$ cat src/nkmm_pkg.sv
`default_nettype none

package nkmm_pkg;

    localparam int ACCUM_WIDTH  = 32;
    localparam int ADDR_WIDTH   = 16;
    localparam int PROG_WIDTH   = 32;
    localparam int IMM_WIDTH    = 16;
    localparam int REGSEL_WIDTH = 3;
    localparam int OP_WIDTH     = 3;
    localparam int NUM_GPR      = 7;

    typedef enum logic [OP_WIDTH-1:0] {
        OP_ADD = 3'd0,
        OP_SUB = 3'd1,
        OP_OR  = 3'd2,
        OP_AND = 3'd3,
        OP_XOR = 3'd4,
        OP_NOT = 3'd5,
        OP_SHI = 3'd6,
        OP_LD  = 3'd7
    } op_e;

    // Select 7 reads the PC, as a destination it discards the write
    typedef enum logic [REGSEL_WIDTH-1:0] {
        REG_R0 = 3'd0,
        REG_R1 = 3'd1,
        REG_R2 = 3'd2,
        REG_R3 = 3'd3,
        REG_R4 = 3'd4,
        REG_R5 = 3'd5,
        REG_R6 = 3'd6,
        REG_PC = 3'd7
    } reg_sel_e;

    // Shift amount field, bits 1:0 of operand B
    typedef enum logic [1:0] {
        SHI_1 = 2'd0,
        SHI_2 = 2'd1,
        SHI_4 = 2'd2,
        SHI_8 = 2'd3
    } shi_e;

    typedef struct packed {
        logic                 store;
        op_e                  op;
        reg_sel_e             dst;
        reg_sel_e             a_sel;
        reg_sel_e             b_sel;
        logic                 imm_en;
        logic [IMM_WIDTH-1:0] imm;
    } insn_t;

    typedef struct packed {
        logic                   valid;
        logic                   store;
        op_e                    op;
        reg_sel_e               dst;
        logic [ACCUM_WIDTH-1:0] a;
        logic [ACCUM_WIDTH-1:0] b;
    } ex_op_t;

    typedef struct packed {
        logic [ACCUM_WIDTH-1:0] value;
        logic                   wr;
    } ex_res_t;

    typedef struct packed {
        logic                   en;
        reg_sel_e               sel;
        logic [ACCUM_WIDTH-1:0] data;
    } reg_wr_t;

endpackage

`default_nettype wire

$ cat src/nkmm_insn_decoder.sv
`default_nettype none

module nkmm_insn_decoder (
    input  logic [nkmm_pkg::PROG_WIDTH-1:0] insn_i,
    output nkmm_pkg::insn_t                 insn_o
);

    import nkmm_pkg::*;

    // Field layout
    //   30      store flag
    //   29:27   destination
    //   26:24   opcode
    //   23:21   A select
    //   20:18   B select
    //   17      immediate enable
    //   15:0    immediate
    always_comb begin
        insn_o.store  = insn_i[30];
        insn_o.dst    = reg_sel_e'(insn_i[29:27]);
        insn_o.op     = op_e'(insn_i[26:24]);
        insn_o.a_sel  = reg_sel_e'(insn_i[23:21]);
        insn_o.b_sel  = reg_sel_e'(insn_i[20:18]);
        insn_o.imm_en = insn_i[17];
        insn_o.imm    = insn_i[IMM_WIDTH-1:0];
    end

endmodule

`default_nettype wire

$ cat src/nkmm_regfile.sv
`default_nettype none

module nkmm_regfile (
    input  logic                             clk,
    input  logic                             rst,
    input  logic [nkmm_pkg::REGSEL_WIDTH-1:0] a_sel_i,
    input  logic [nkmm_pkg::REGSEL_WIDTH-1:0] b_sel_i,
    input  logic [nkmm_pkg::ADDR_WIDTH-1:0]   pc_i,
    input  nkmm_pkg::reg_wr_t                wr_i,
    output logic [nkmm_pkg::ACCUM_WIDTH-1:0]  a_o,
    output logic [nkmm_pkg::ACCUM_WIDTH-1:0]  b_o
);

    import nkmm_pkg::*;

    logic [ACCUM_WIDTH-1:0] regs_q [NUM_GPR];

    // r0-r6, the PC select never lands here
    always_ff @(posedge clk) begin
        if (rst) begin
            for (int i = 0; i < NUM_GPR; i++) begin
                regs_q[i] <= '0;
            end
        end else if (wr_i.en && wr_i.sel != REG_PC) begin
            regs_q[wr_i.sel] <= wr_i.data;
        end
    end

    function automatic logic [ACCUM_WIDTH-1:0] read_reg(
        input logic [REGSEL_WIDTH-1:0] sel
    );
        logic [ACCUM_WIDTH-1:0] val;
        if (reg_sel_e'(sel) == REG_PC) begin
            // Fetch address of the reading instruction
            val = {{(ACCUM_WIDTH-ADDR_WIDTH){1'b0}}, pc_i};
        end else begin
            val = regs_q[sel];
        end
        return val;
    endfunction

    always_comb begin
        a_o = read_reg(a_sel_i);
        b_o = read_reg(b_sel_i);
    end

endmodule

`default_nettype wire

$ cat src/nkmm_alu.sv
`default_nettype none

module nkmm_alu (
    input  nkmm_pkg::ex_op_t  op_i,
    output nkmm_pkg::ex_res_t res_o
);

    import nkmm_pkg::*;

    logic                   shl;
    shi_e                   shi;
    logic [ACCUM_WIDTH-1:0] shifted;
    logic [ACCUM_WIDTH-1:0] result;

    // Bit 2 of B picks the direction, bits 1:0 the distance
    always_comb begin
        shl = op_i.b[2];
        shi = shi_e'(op_i.b[1:0]);
        case (shi)
            SHI_1:   shifted = shl ? (op_i.a << 1) : (op_i.a >> 1);
            SHI_2:   shifted = shl ? (op_i.a << 2) : (op_i.a >> 2);
            SHI_4:   shifted = shl ? (op_i.a << 4) : (op_i.a >> 4);
            SHI_8:   shifted = shl ? (op_i.a << 8) : (op_i.a >> 8);
            default: shifted = op_i.a;
        endcase
    end

    always_comb begin
        case (op_i.op)
            OP_ADD:  result = op_i.a + op_i.b;
            OP_SUB:  result = op_i.a - op_i.b;
            OP_OR:   result = op_i.a | op_i.b;
            OP_AND:  result = op_i.a & op_i.b;
            OP_XOR:  result = op_i.a ^ op_i.b;
            OP_NOT:  result = ~op_i.b;
            OP_SHI:  result = shifted;
            // Loads are answered by the LSU
            default: result = '0;
        endcase
    end

    always_comb begin
        res_o.value = result;
        res_o.wr    = op_i.valid && !op_i.store && op_i.op != OP_LD;
    end

endmodule

`default_nettype wire

$ cat src/nkmm_lsu.sv
`default_nettype none

module nkmm_lsu (
    input  nkmm_pkg::ex_op_t                 op_i,
    input  logic [nkmm_pkg::ACCUM_WIDTH-1:0] data_i,
    output logic [nkmm_pkg::ADDR_WIDTH-1:0]  rd_addr_o,
    output logic [nkmm_pkg::ADDR_WIDTH-1:0]  wr_addr_o,
    output logic [nkmm_pkg::ACCUM_WIDTH-1:0] data_o,
    output logic                             we_o,
    output nkmm_pkg::ex_res_t                res_o
);

    import nkmm_pkg::*;

    logic is_store;
    logic is_load;

    always_comb begin
        is_store = op_i.valid && op_i.store;
        is_load  = op_i.valid && !op_i.store && op_i.op == OP_LD;
    end

    // Both buses take their address from operand B
    always_comb begin
        rd_addr_o = op_i.b[ADDR_WIDTH-1:0];
        wr_addr_o = op_i.b[ADDR_WIDTH-1:0];
        data_o    = op_i.a;
        we_o      = is_store;
    end

    // Read data comes back in the same cycle
    always_comb begin
        res_o.value = data_i;
        res_o.wr    = is_load;
    end

endmodule

`default_nettype wire

$ cat src/nkmm_writeback.sv
`default_nettype none

module nkmm_writeback (
    input  logic                              clk,
    input  logic                              rst,
    input  logic                              valid_i,
    input  logic [nkmm_pkg::REGSEL_WIDTH-1:0] dst_i,
    input  nkmm_pkg::ex_res_t                 alu_i,
    input  nkmm_pkg::ex_res_t                 lsu_i,
    output nkmm_pkg::reg_wr_t                 wr_o
);

    import nkmm_pkg::*;

    ex_res_t res;
    reg_wr_t wr_d;
    reg_wr_t wr_q;

    // At most one side flags its result
    always_comb begin
        res = alu_i.wr ? alu_i : lsu_i;
    end

    always_comb begin
        wr_d.sel  = reg_sel_e'(dst_i);
        wr_d.data = res.value;
        wr_d.en   = valid_i && res.wr && reg_sel_e'(dst_i) != REG_PC;
    end

    always_ff @(posedge clk) begin
        wr_q <= wr_d;
        if (rst) begin
            wr_q.en <= 1'b0;
        end
    end

    assign wr_o = wr_q;

endmodule

`default_nettype wire

$ cat src/nkmm_cpu.sv
`default_nettype none

module nkmm_cpu (
    input  logic                             clk,
    input  logic                             rst,

    // Program bus
    input  logic [nkmm_pkg::PROG_WIDTH-1:0]  prog_data_i,
    output logic [nkmm_pkg::ADDR_WIDTH-1:0]  prog_addr_o,

    // Data bus
    input  logic [nkmm_pkg::ACCUM_WIDTH-1:0] data_i,
    output logic [nkmm_pkg::ACCUM_WIDTH-1:0] data_o,
    output logic [nkmm_pkg::ADDR_WIDTH-1:0]  rd_addr_o,
    output logic [nkmm_pkg::ADDR_WIDTH-1:0]  wr_addr_o,
    output logic                             we_o
);

    import nkmm_pkg::*;

    logic [ADDR_WIDTH-1:0]  pc_q;
    insn_t                  insn;
    logic [ACCUM_WIDTH-1:0] rd_a;
    logic [ACCUM_WIDTH-1:0] rd_b;
    ex_op_t                 ex_d;
    ex_op_t                 ex_q;
    ex_res_t                alu_res;
    ex_res_t                lsu_res;
    reg_wr_t                reg_wr;

    // Fetch, no branches so the PC only counts up
    always_ff @(posedge clk) begin
        if (rst) begin
            pc_q <= '0;
        end else begin
            pc_q <= pc_q + ADDR_WIDTH'(1);
        end
    end

    assign prog_addr_o = pc_q;

    nkmm_insn_decoder u_decoder (
        .insn_i (prog_data_i),
        .insn_o (insn)
    );

    nkmm_regfile u_regfile (
        .clk     (clk),
        .rst     (rst),
        .a_sel_i (insn.a_sel),
        .b_sel_i (insn.b_sel),
        .pc_i    (pc_q),
        .wr_i    (reg_wr),
        .a_o     (rd_a),
        .b_o     (rd_b)
    );

    // Decode stage
    always_comb begin
        ex_d.valid = 1'b1;
        ex_d.store = insn.store;
        ex_d.op    = insn.op;
        ex_d.dst   = insn.dst;
        ex_d.a     = rd_a;
        if (insn.imm_en) begin
            ex_d.b = {{(ACCUM_WIDTH-IMM_WIDTH){1'b0}}, insn.imm};
        end else begin
            ex_d.b = rd_b;
        end
    end

    always_ff @(posedge clk) begin
        ex_q <= ex_d;
        if (rst) begin
            ex_q.valid <= 1'b0;
        end
    end

    // Execute stage, ALU and LSU side by side
    nkmm_alu u_alu (
        .op_i  (ex_q),
        .res_o (alu_res)
    );

    nkmm_lsu u_lsu (
        .op_i      (ex_q),
        .data_i    (data_i),
        .rd_addr_o (rd_addr_o),
        .wr_addr_o (wr_addr_o),
        .data_o    (data_o),
        .we_o      (we_o),
        .res_o     (lsu_res)
    );

    nkmm_writeback u_writeback (
        .clk     (clk),
        .rst     (rst),
        .valid_i (ex_q.valid),
        .dst_i   (ex_q.dst),
        .alu_i   (alu_res),
        .lsu_i   (lsu_res),
        .wr_o    (reg_wr)
    );

endmodule

`default_nettype wire

$ cat config.mk
export PLATFORM = sky130hd
export DESIGN_NAME = nkmm_cpu
export DESIGN_NICKNAME = d
export VERILOG_FILES = /design/src/nkmm_pkg.sv /design/src/nkmm_insn_decoder.sv /design/src/nkmm_regfile.sv /design/src/nkmm_alu.sv /design/src/nkmm_lsu.sv /design/src/nkmm_writeback.sv /design/src/nkmm_cpu.sv
export SDC_FILE = /design/constraint.sdc
export NUM_CORES = 1
export LEC_CHECK = 0
export BUFFER_PORTS_ARGS = -buffer_cell sky130_fd_sc_hd__buf_2
export CORE_ASPECT_RATIO = 1.25
export CORE_MARGIN = 2
export CORE_UTILIZATION = 50
export DETAILED_ROUTE_END_ITERATION = 8
export GPL_ROUTABILITY_DRIVEN = 0
export PLACE_DENSITY_LB_ADDON = 0.08
export SYNTH_ARGS = -nofsm -noshare
export SYNTH_HDL_FRONTEND = slang
export SYNTH_SLANG_ARGS = --single-unit
export TNS_END_PERCENT = 1
$ cat constraint.sdc
create_clock -name clk -period 3.5 [get_ports clk]
set_clock_uncertainty 0.15 [all_clocks]
set_input_delay 0.175 -clock clk [delete_from_list [all_inputs] [get_ports clk]]
set_output_delay 0.175 -clock clk [all_outputs]
set_load 0.05 [all_outputs]
-- Word level (Yosys, flattened, before mapping)
Memory sizes are Yosys's and may differ from the RTL's.
Cells that the tools add are included.
- flip-flop bits (word level): 124
- bits in writable memories: 224
- word-level logic and storage cells: 66
- memories kept: 1
- memory list (name ; words ; width ; read ports ; clocked after memory_dff ; wr ports ; line ; source):
    u_regfile.regs_q ; 7 ; 32 ; 2 ; 0 ; 7 ; nkmm_regfile.sv:16 ; logic [ACCUM_WIDTH-1:0] regs_q [NUM_GPR];
- add/subtract/negate cells: 3
- equal/unequal tests: 15
- multiplexer cells: 19
- bitwise logic cells: 4
- reductions and logical operators: 12
- operators by type and width (operator ; count):
    $pmux W32 S7 ; 1
    $mux W32 ; 5
    $pmux W32 S4 ; 1
    $mux W16 ; 3
    $mux W33 ; 1
    $add A32 B32 Y32 ; 1
    $and A32 B32 Y32 ; 1
    $not A32 Y32 ; 1
    $or A32 B32 Y32 ; 1
    $reduce_or A32 Y1 ; 1
    $sub A32 B32 Y32 ; 1
    $xor A32 B32 Y32 ; 1
    $eq A3 B3 Y1 const B ; 6
    $add A16 B1 Y16 const B ; 1
    $ne A3 B3 Y1 const B ; 3
    $logic_and A1 B1 Y1 ; 7
    $mux W1 ; 7
    $eq A3 B2 Y1 const B ; 2
    $eq A2 B2 Y1 const B ; 2
    $eq A3 B1 Y1 const B ; 1
    $logic_not A3 Y1 ; 1
    $mux W3 ; 1
    $eq A2 B1 Y1 const B ; 1
    $logic_not A2 Y1 ; 1
    2 further kinds ; 2

-- Logic depth before layout (Yosys ltp)
- depth in word-level cells: 7
- depth in mapped cells: 18
- mapped depth without buffers: 16

-- Modules after synthesis
From an unflattened synthesis, not the netlist that was laid out.
- cells, all modules: 2260
- area total of the unflattened synthesis: 22821.9 µm²
- modules (own cells, without submodules) (module ; times used ; cells an instance ; area an instance (µm²) ; sequential area each (µm²)):
    nkmm_regfile ; 1 ; 932 ; 12096.6 ; 6436.2
    nkmm_alu ; 1 ; 938 ; 6024.5 ; 0.0
    nkmm_cpu ; 1 ; 185 ; 2447.3 ; 1761.7
    nkmm_writeback ; 1 ; 75 ; 1283.7 ; 720.7
    nkmm_lsu ; 1 ; 100 ; 744.5 ; 0.0
    nkmm_insn_decoder ; 1 ; 30 ; 225.2 ; 0.0

-- Worst setup path after synthesis
OpenSTA, ideal clock, no wires.
- kind: reg2reg
- from: reg ex_q[68] in the netlist's numbering
- to: reg u_writeback.wr_q, in the netlist u_writeback.wr_o[30]
- setup time: 0.115 ns
- data arrival time: 3.607 ns
- data required time: 3.235 ns
- setup slack: -0.371 ns
- stages on the path, launching flop included: 18
- path through: dfxtp_1 clkbuf_1 nor2_2 and2_0 clkbuf_1 clkbuf_1 a31oi_1 xnor2_1 ha_1 o211ai_2 a21oi_2 o311a_4 o41ai_4 o21ai_2 a211oi_2 o21ai_1 mux2i_1 o21a_1
- RTL lines (element ; line ; source):
    from (decl) ; nkmm_cpu.sv:26 ; ex_op_t ex_q;
    to (signal assigned) ; nkmm_writeback.sv:31 ; wr_q <= wr_d;
    to (decl) ; nkmm_writeback.sv:17 ; reg_wr_t wr_q;

==> run metrics <==
initial antenna violation count=2; Final Critical Period=between 3 and 4 ns; GRT Util Overall=0.3227; Synth Area in Compound Gates=0.1399; CTS tree=done; Leakage=approximately 11 nW; Horiz. Die Dim=about 190 um; crit path cell chain=nor4_4, buf_4, and2_4, a31oi_4, xnor2_1, ha_1, a21oi_1, o21ai_2, or3_1, o2111ai_2, buf_4, and2_4, o21ai_2, xor2_1, a221oi_2, o21ai_0; Synth cell types=about 80; clock root buffer=clkbuf_16; mux share of post-synthesis cell area=0.1524; largest net degree at the start of global routing=between 70 and 80; GR Util met1=0.4262; post-route setup slack=-0.1908 ns; Mapped Area=between 20000 and 25000 um^2; CP Data Required Time=about 3.8 ns; Mapped Avg Cell Area=10.11 um^2; Worst Path Max Fanout=5; Final nets=around 2600; Hold Path Origin=prog_data_i[17]; Worst-Margin Slew=approximately 1.1 ns; H-tree depth=2; largest family of logic cells by synthesized area=multiplexers; Rel. slew slack=0.2816; hold violation count in the final report=0; FF+latch area=9383 um^2; total gr overflow=0; hold_ws=~0.017 ns; Max Slew Vio Count=0; post-synthesis simple-gate area fraction=0.1247; Max Clock Freq=270.9 MHz; P per Cell Area=roughly 450 nW/um^2; DR DRC count=0; Peak VDD IR=about 0.33 mV; Worst R2R Start=ex_q[2]$_DFF_P_; number of enable-type register cells in the synthesized netlist=208; reg2reg path depth=16; Clock Latency Late Sink=~0.55 ns; startpoint types=register; most frequent cells in the layout=277 x nor2_1, 208 x edfxtp_1, 203 x nand2_1, 202 x buf_4, 145 x dfxtp_1; commonest non-fill, non-tap cell in the layout=nor2_1; total wire length=between 70000 and 80000 um; Die ar.=about 46000 um^2; Post-Syn Instances=between 2000 and 2500; Iter 0 DRT Violations=roughly 2300; DRT Pass-1 Iters=6; num rows=between 80 and 90; CTS clk-pin slew, worst paths=0.06 ns; DP HPWL=~51000 um; Clock Path Buffers=3; proportion of layout cells with a drive suffix above 1=0.2697; CP Data Arrival Time=3.95 ns; CTS Buf Count=40; GR Layer Usage met3=0.04177; input/output buffers=144; xor/xnor share of the synthesized area=0.02597; Hold Path Class=primary input to register; Initial Utilization=0.5077; I/O pin count=roughly 150; crit-path max cell delay=0.37 ns; synthesized flop and latch total=364; Filler Cell Count=3684; Yosys Warn Count=0; dpl cells=roughly 2900; critical path class=register to register; Min-Delay Endpoint=ex_q[6]$_DFF_P_; RSZ-0062 raised after global routing=yes; setup violators final=10; worst slack, placed=-0.5383 ns; grt peak-use layer=met2; slowest CP cell=or3_1; nature of the critical path endpoint=register; clk sinks=between 300 and 400; die height=about 240 um; routed len/inst=around 24 um; asr flop ratio synth=0; Crit. path cell count=16; vias per cell=around 6.1; Post-Synth Adder-Cell Area=0.05913; M2 GR Usage=0.5382; CP bufs+invs=2; Post-DRT Antenna Nets=0; Hold Path Cell Cnt=3; period utilisation layout=1.055; Synth Flop Type=edfxtp_1; post-synthesis sequential area ratio=0.4274; total number of vias=approximately 19000; outcome=complete, but fails checks; Area Overhead vs Synth=20.24%; vias in the first global route=about 19000; max-cap violations=0; violated checks=setup timing; Crit Reg-Reg Endpoint=u_writeback.wr_o[15]$_DFF_P_; first-pass GRT wire length=110100 um; area occupied by multi-input gates=11520 um^2; critical path startpoint=ex_q[2]$_DFF_P_; total power=between 10 and 15 mW; core area=43180 um^2; Top delay family on crit path=compound AO/OA/AOI/OAI gates; r2r setup slk=-0.19 ns; fin cells=a little over 3000; fin util=0.6105
power breakdown:
part           leakage [nW]  total (mW)  switching (mW)  internal, mW
registers              3.44        4.96           0.231          4.73
logic                  6.57        2.87            1.70          1.17
clock network         0.634        4.14            1.74          2.40
total                  10.6        12.0            3.67          8.29
flip-flops by register name, summed over array words and instances (netlist names):
signal	count
u_writeback.wr_o	36
ex_q	72
u_regfile.regs_q	240
prog_addr_o	16
worst max path at each step:
stage                     slack, ns                      endpoint
after floorplan               -0.07  u_writeback.wr_o[28]$_DFF_P_
after global placement        -0.52  u_writeback.wr_o[29]$_DFF_P_
after detailed placement      -0.54  u_writeback.wr_o[29]$_DFF_P_
after CTS                     -0.07  u_writeback.wr_o[15]$_DFF_P_
after global routing          -0.29  u_writeback.wr_o[15]$_DFF_P_
final                         -0.19  u_writeback.wr_o[15]$_DFF_P_
area by class of cell:
| class | count | share of cell area |
|---|---|---|
| Clock buffer | 60 | 0.04590 |
| Clock inverter | 12 | 0.002800 |
| Inverter | 112 | 0.01595 |
| Multi-Input combinational cell | 1497 | 0.4370 |
| Tap cell | 565 | 0.02682 |
| Sequential cell | 364 | 0.3559 |
| Timing Repair Buffer | 421 | 0.1154 |
| Antenna cell | 2 | 0.0001899 |
per-stage QoR:
stage | instance area [um^2] | TNS (ns)
3_3_place_gp | 23890 | -4.530
3_5_place_dp | 23890 | -4.902
4_1_cts | 26140 | -0.3431
5_1_grt | 26360 | -2.836
2_1_floorplan | 22070 | -0.1562
6_report | 26360 | -0.9963
worst min-delay path: stages:
cell and delay (ns):
buf_2 0.27, nand2_1 0.11, o21ai_0 0.08
timing repair:
| item | 4_1_cts | 5_1_grt |
|---|---|---|
| hold buffers | 67 | 0 |
| gates resized for setup | 70 | 51 |
| gates cloned | 0 | 0 |
| buffers inserted | 5 | 6 |
| setup endpoints to repair | 21 | 21 |
| endpoints found under the hold margin | 64 | 0 |
| pin swaps | 38 | 40 |
layer usage:
metal  share of wire  vias to the layer above
met4           0.041                        2
li1                -                     8340
met2            0.48                      917
met1            0.40                     9101
met3           0.080                      220
met5         0.00016                        -
logic make-up (layout without fill, tap and decap cells):
kind of cell / Yosys count / in the layout
AO/OA/AOI/OAI: 489 / 489
XOR/XNOR: 65 / 65
adder cells (fa/ha/maj): 103 / 103
buffers and inverters: 323 / 605
flip-flops: 364 / 364
multiplexers: 190 / 190
other: 1 / 18
AND/OR/NAND/NOR: 634 / 634
cells in the mapped netlist (10+ instances only):
| library cell | number | area (um^2) |
|---|---|---|
| nor2_1 | 280 | 1051 |
| edfxtp_1 | 208 | 6246 |
| nand2_1 | 205 | 769.5 |
| dfxtp_1 | 156 | 3123 |
| a21oi_1 | 142 | 710.7 |
| o21ai_0 | 142 | 710.7 |
| clkbuf_1 | 113 | 424.2 |
| inv_1 | 112 | 420.4 |
| mux4_2 | 112 | 2522 |
| ha_1 | 102 | 1276 |
| buf_4 | 64 | 480.5 |
| xnor2_1 | 50 | 437.9 |
| mux2i_1 | 47 | 470.5 |
| and2_1 | 36 | 225.2 |
| a22oi_1 | 31 | 232.7 |
| mux2_2 | 31 | 349.1 |
| a211oi_1 | 30 | 225.2 |
| a31oi_1 | 28 | 175.2 |
| nand3_1 | 23 | 115.1 |
| buf_1 | 22 | 82.58 |
| a221oi_1 | 20 | 175.2 |
| nand4_1 | 20 | 125.1 |
| nor3_1 | 17 | 85.08 |
| xor2_1 | 15 | 131.4 |
| nor2b_1 | 11 | 68.82 |
| a21o_1 | 10 | 75.07 |
| o22ai_1 | 10 | 62.56 |
Note: power is estimated with default switching activity, not from simulation.
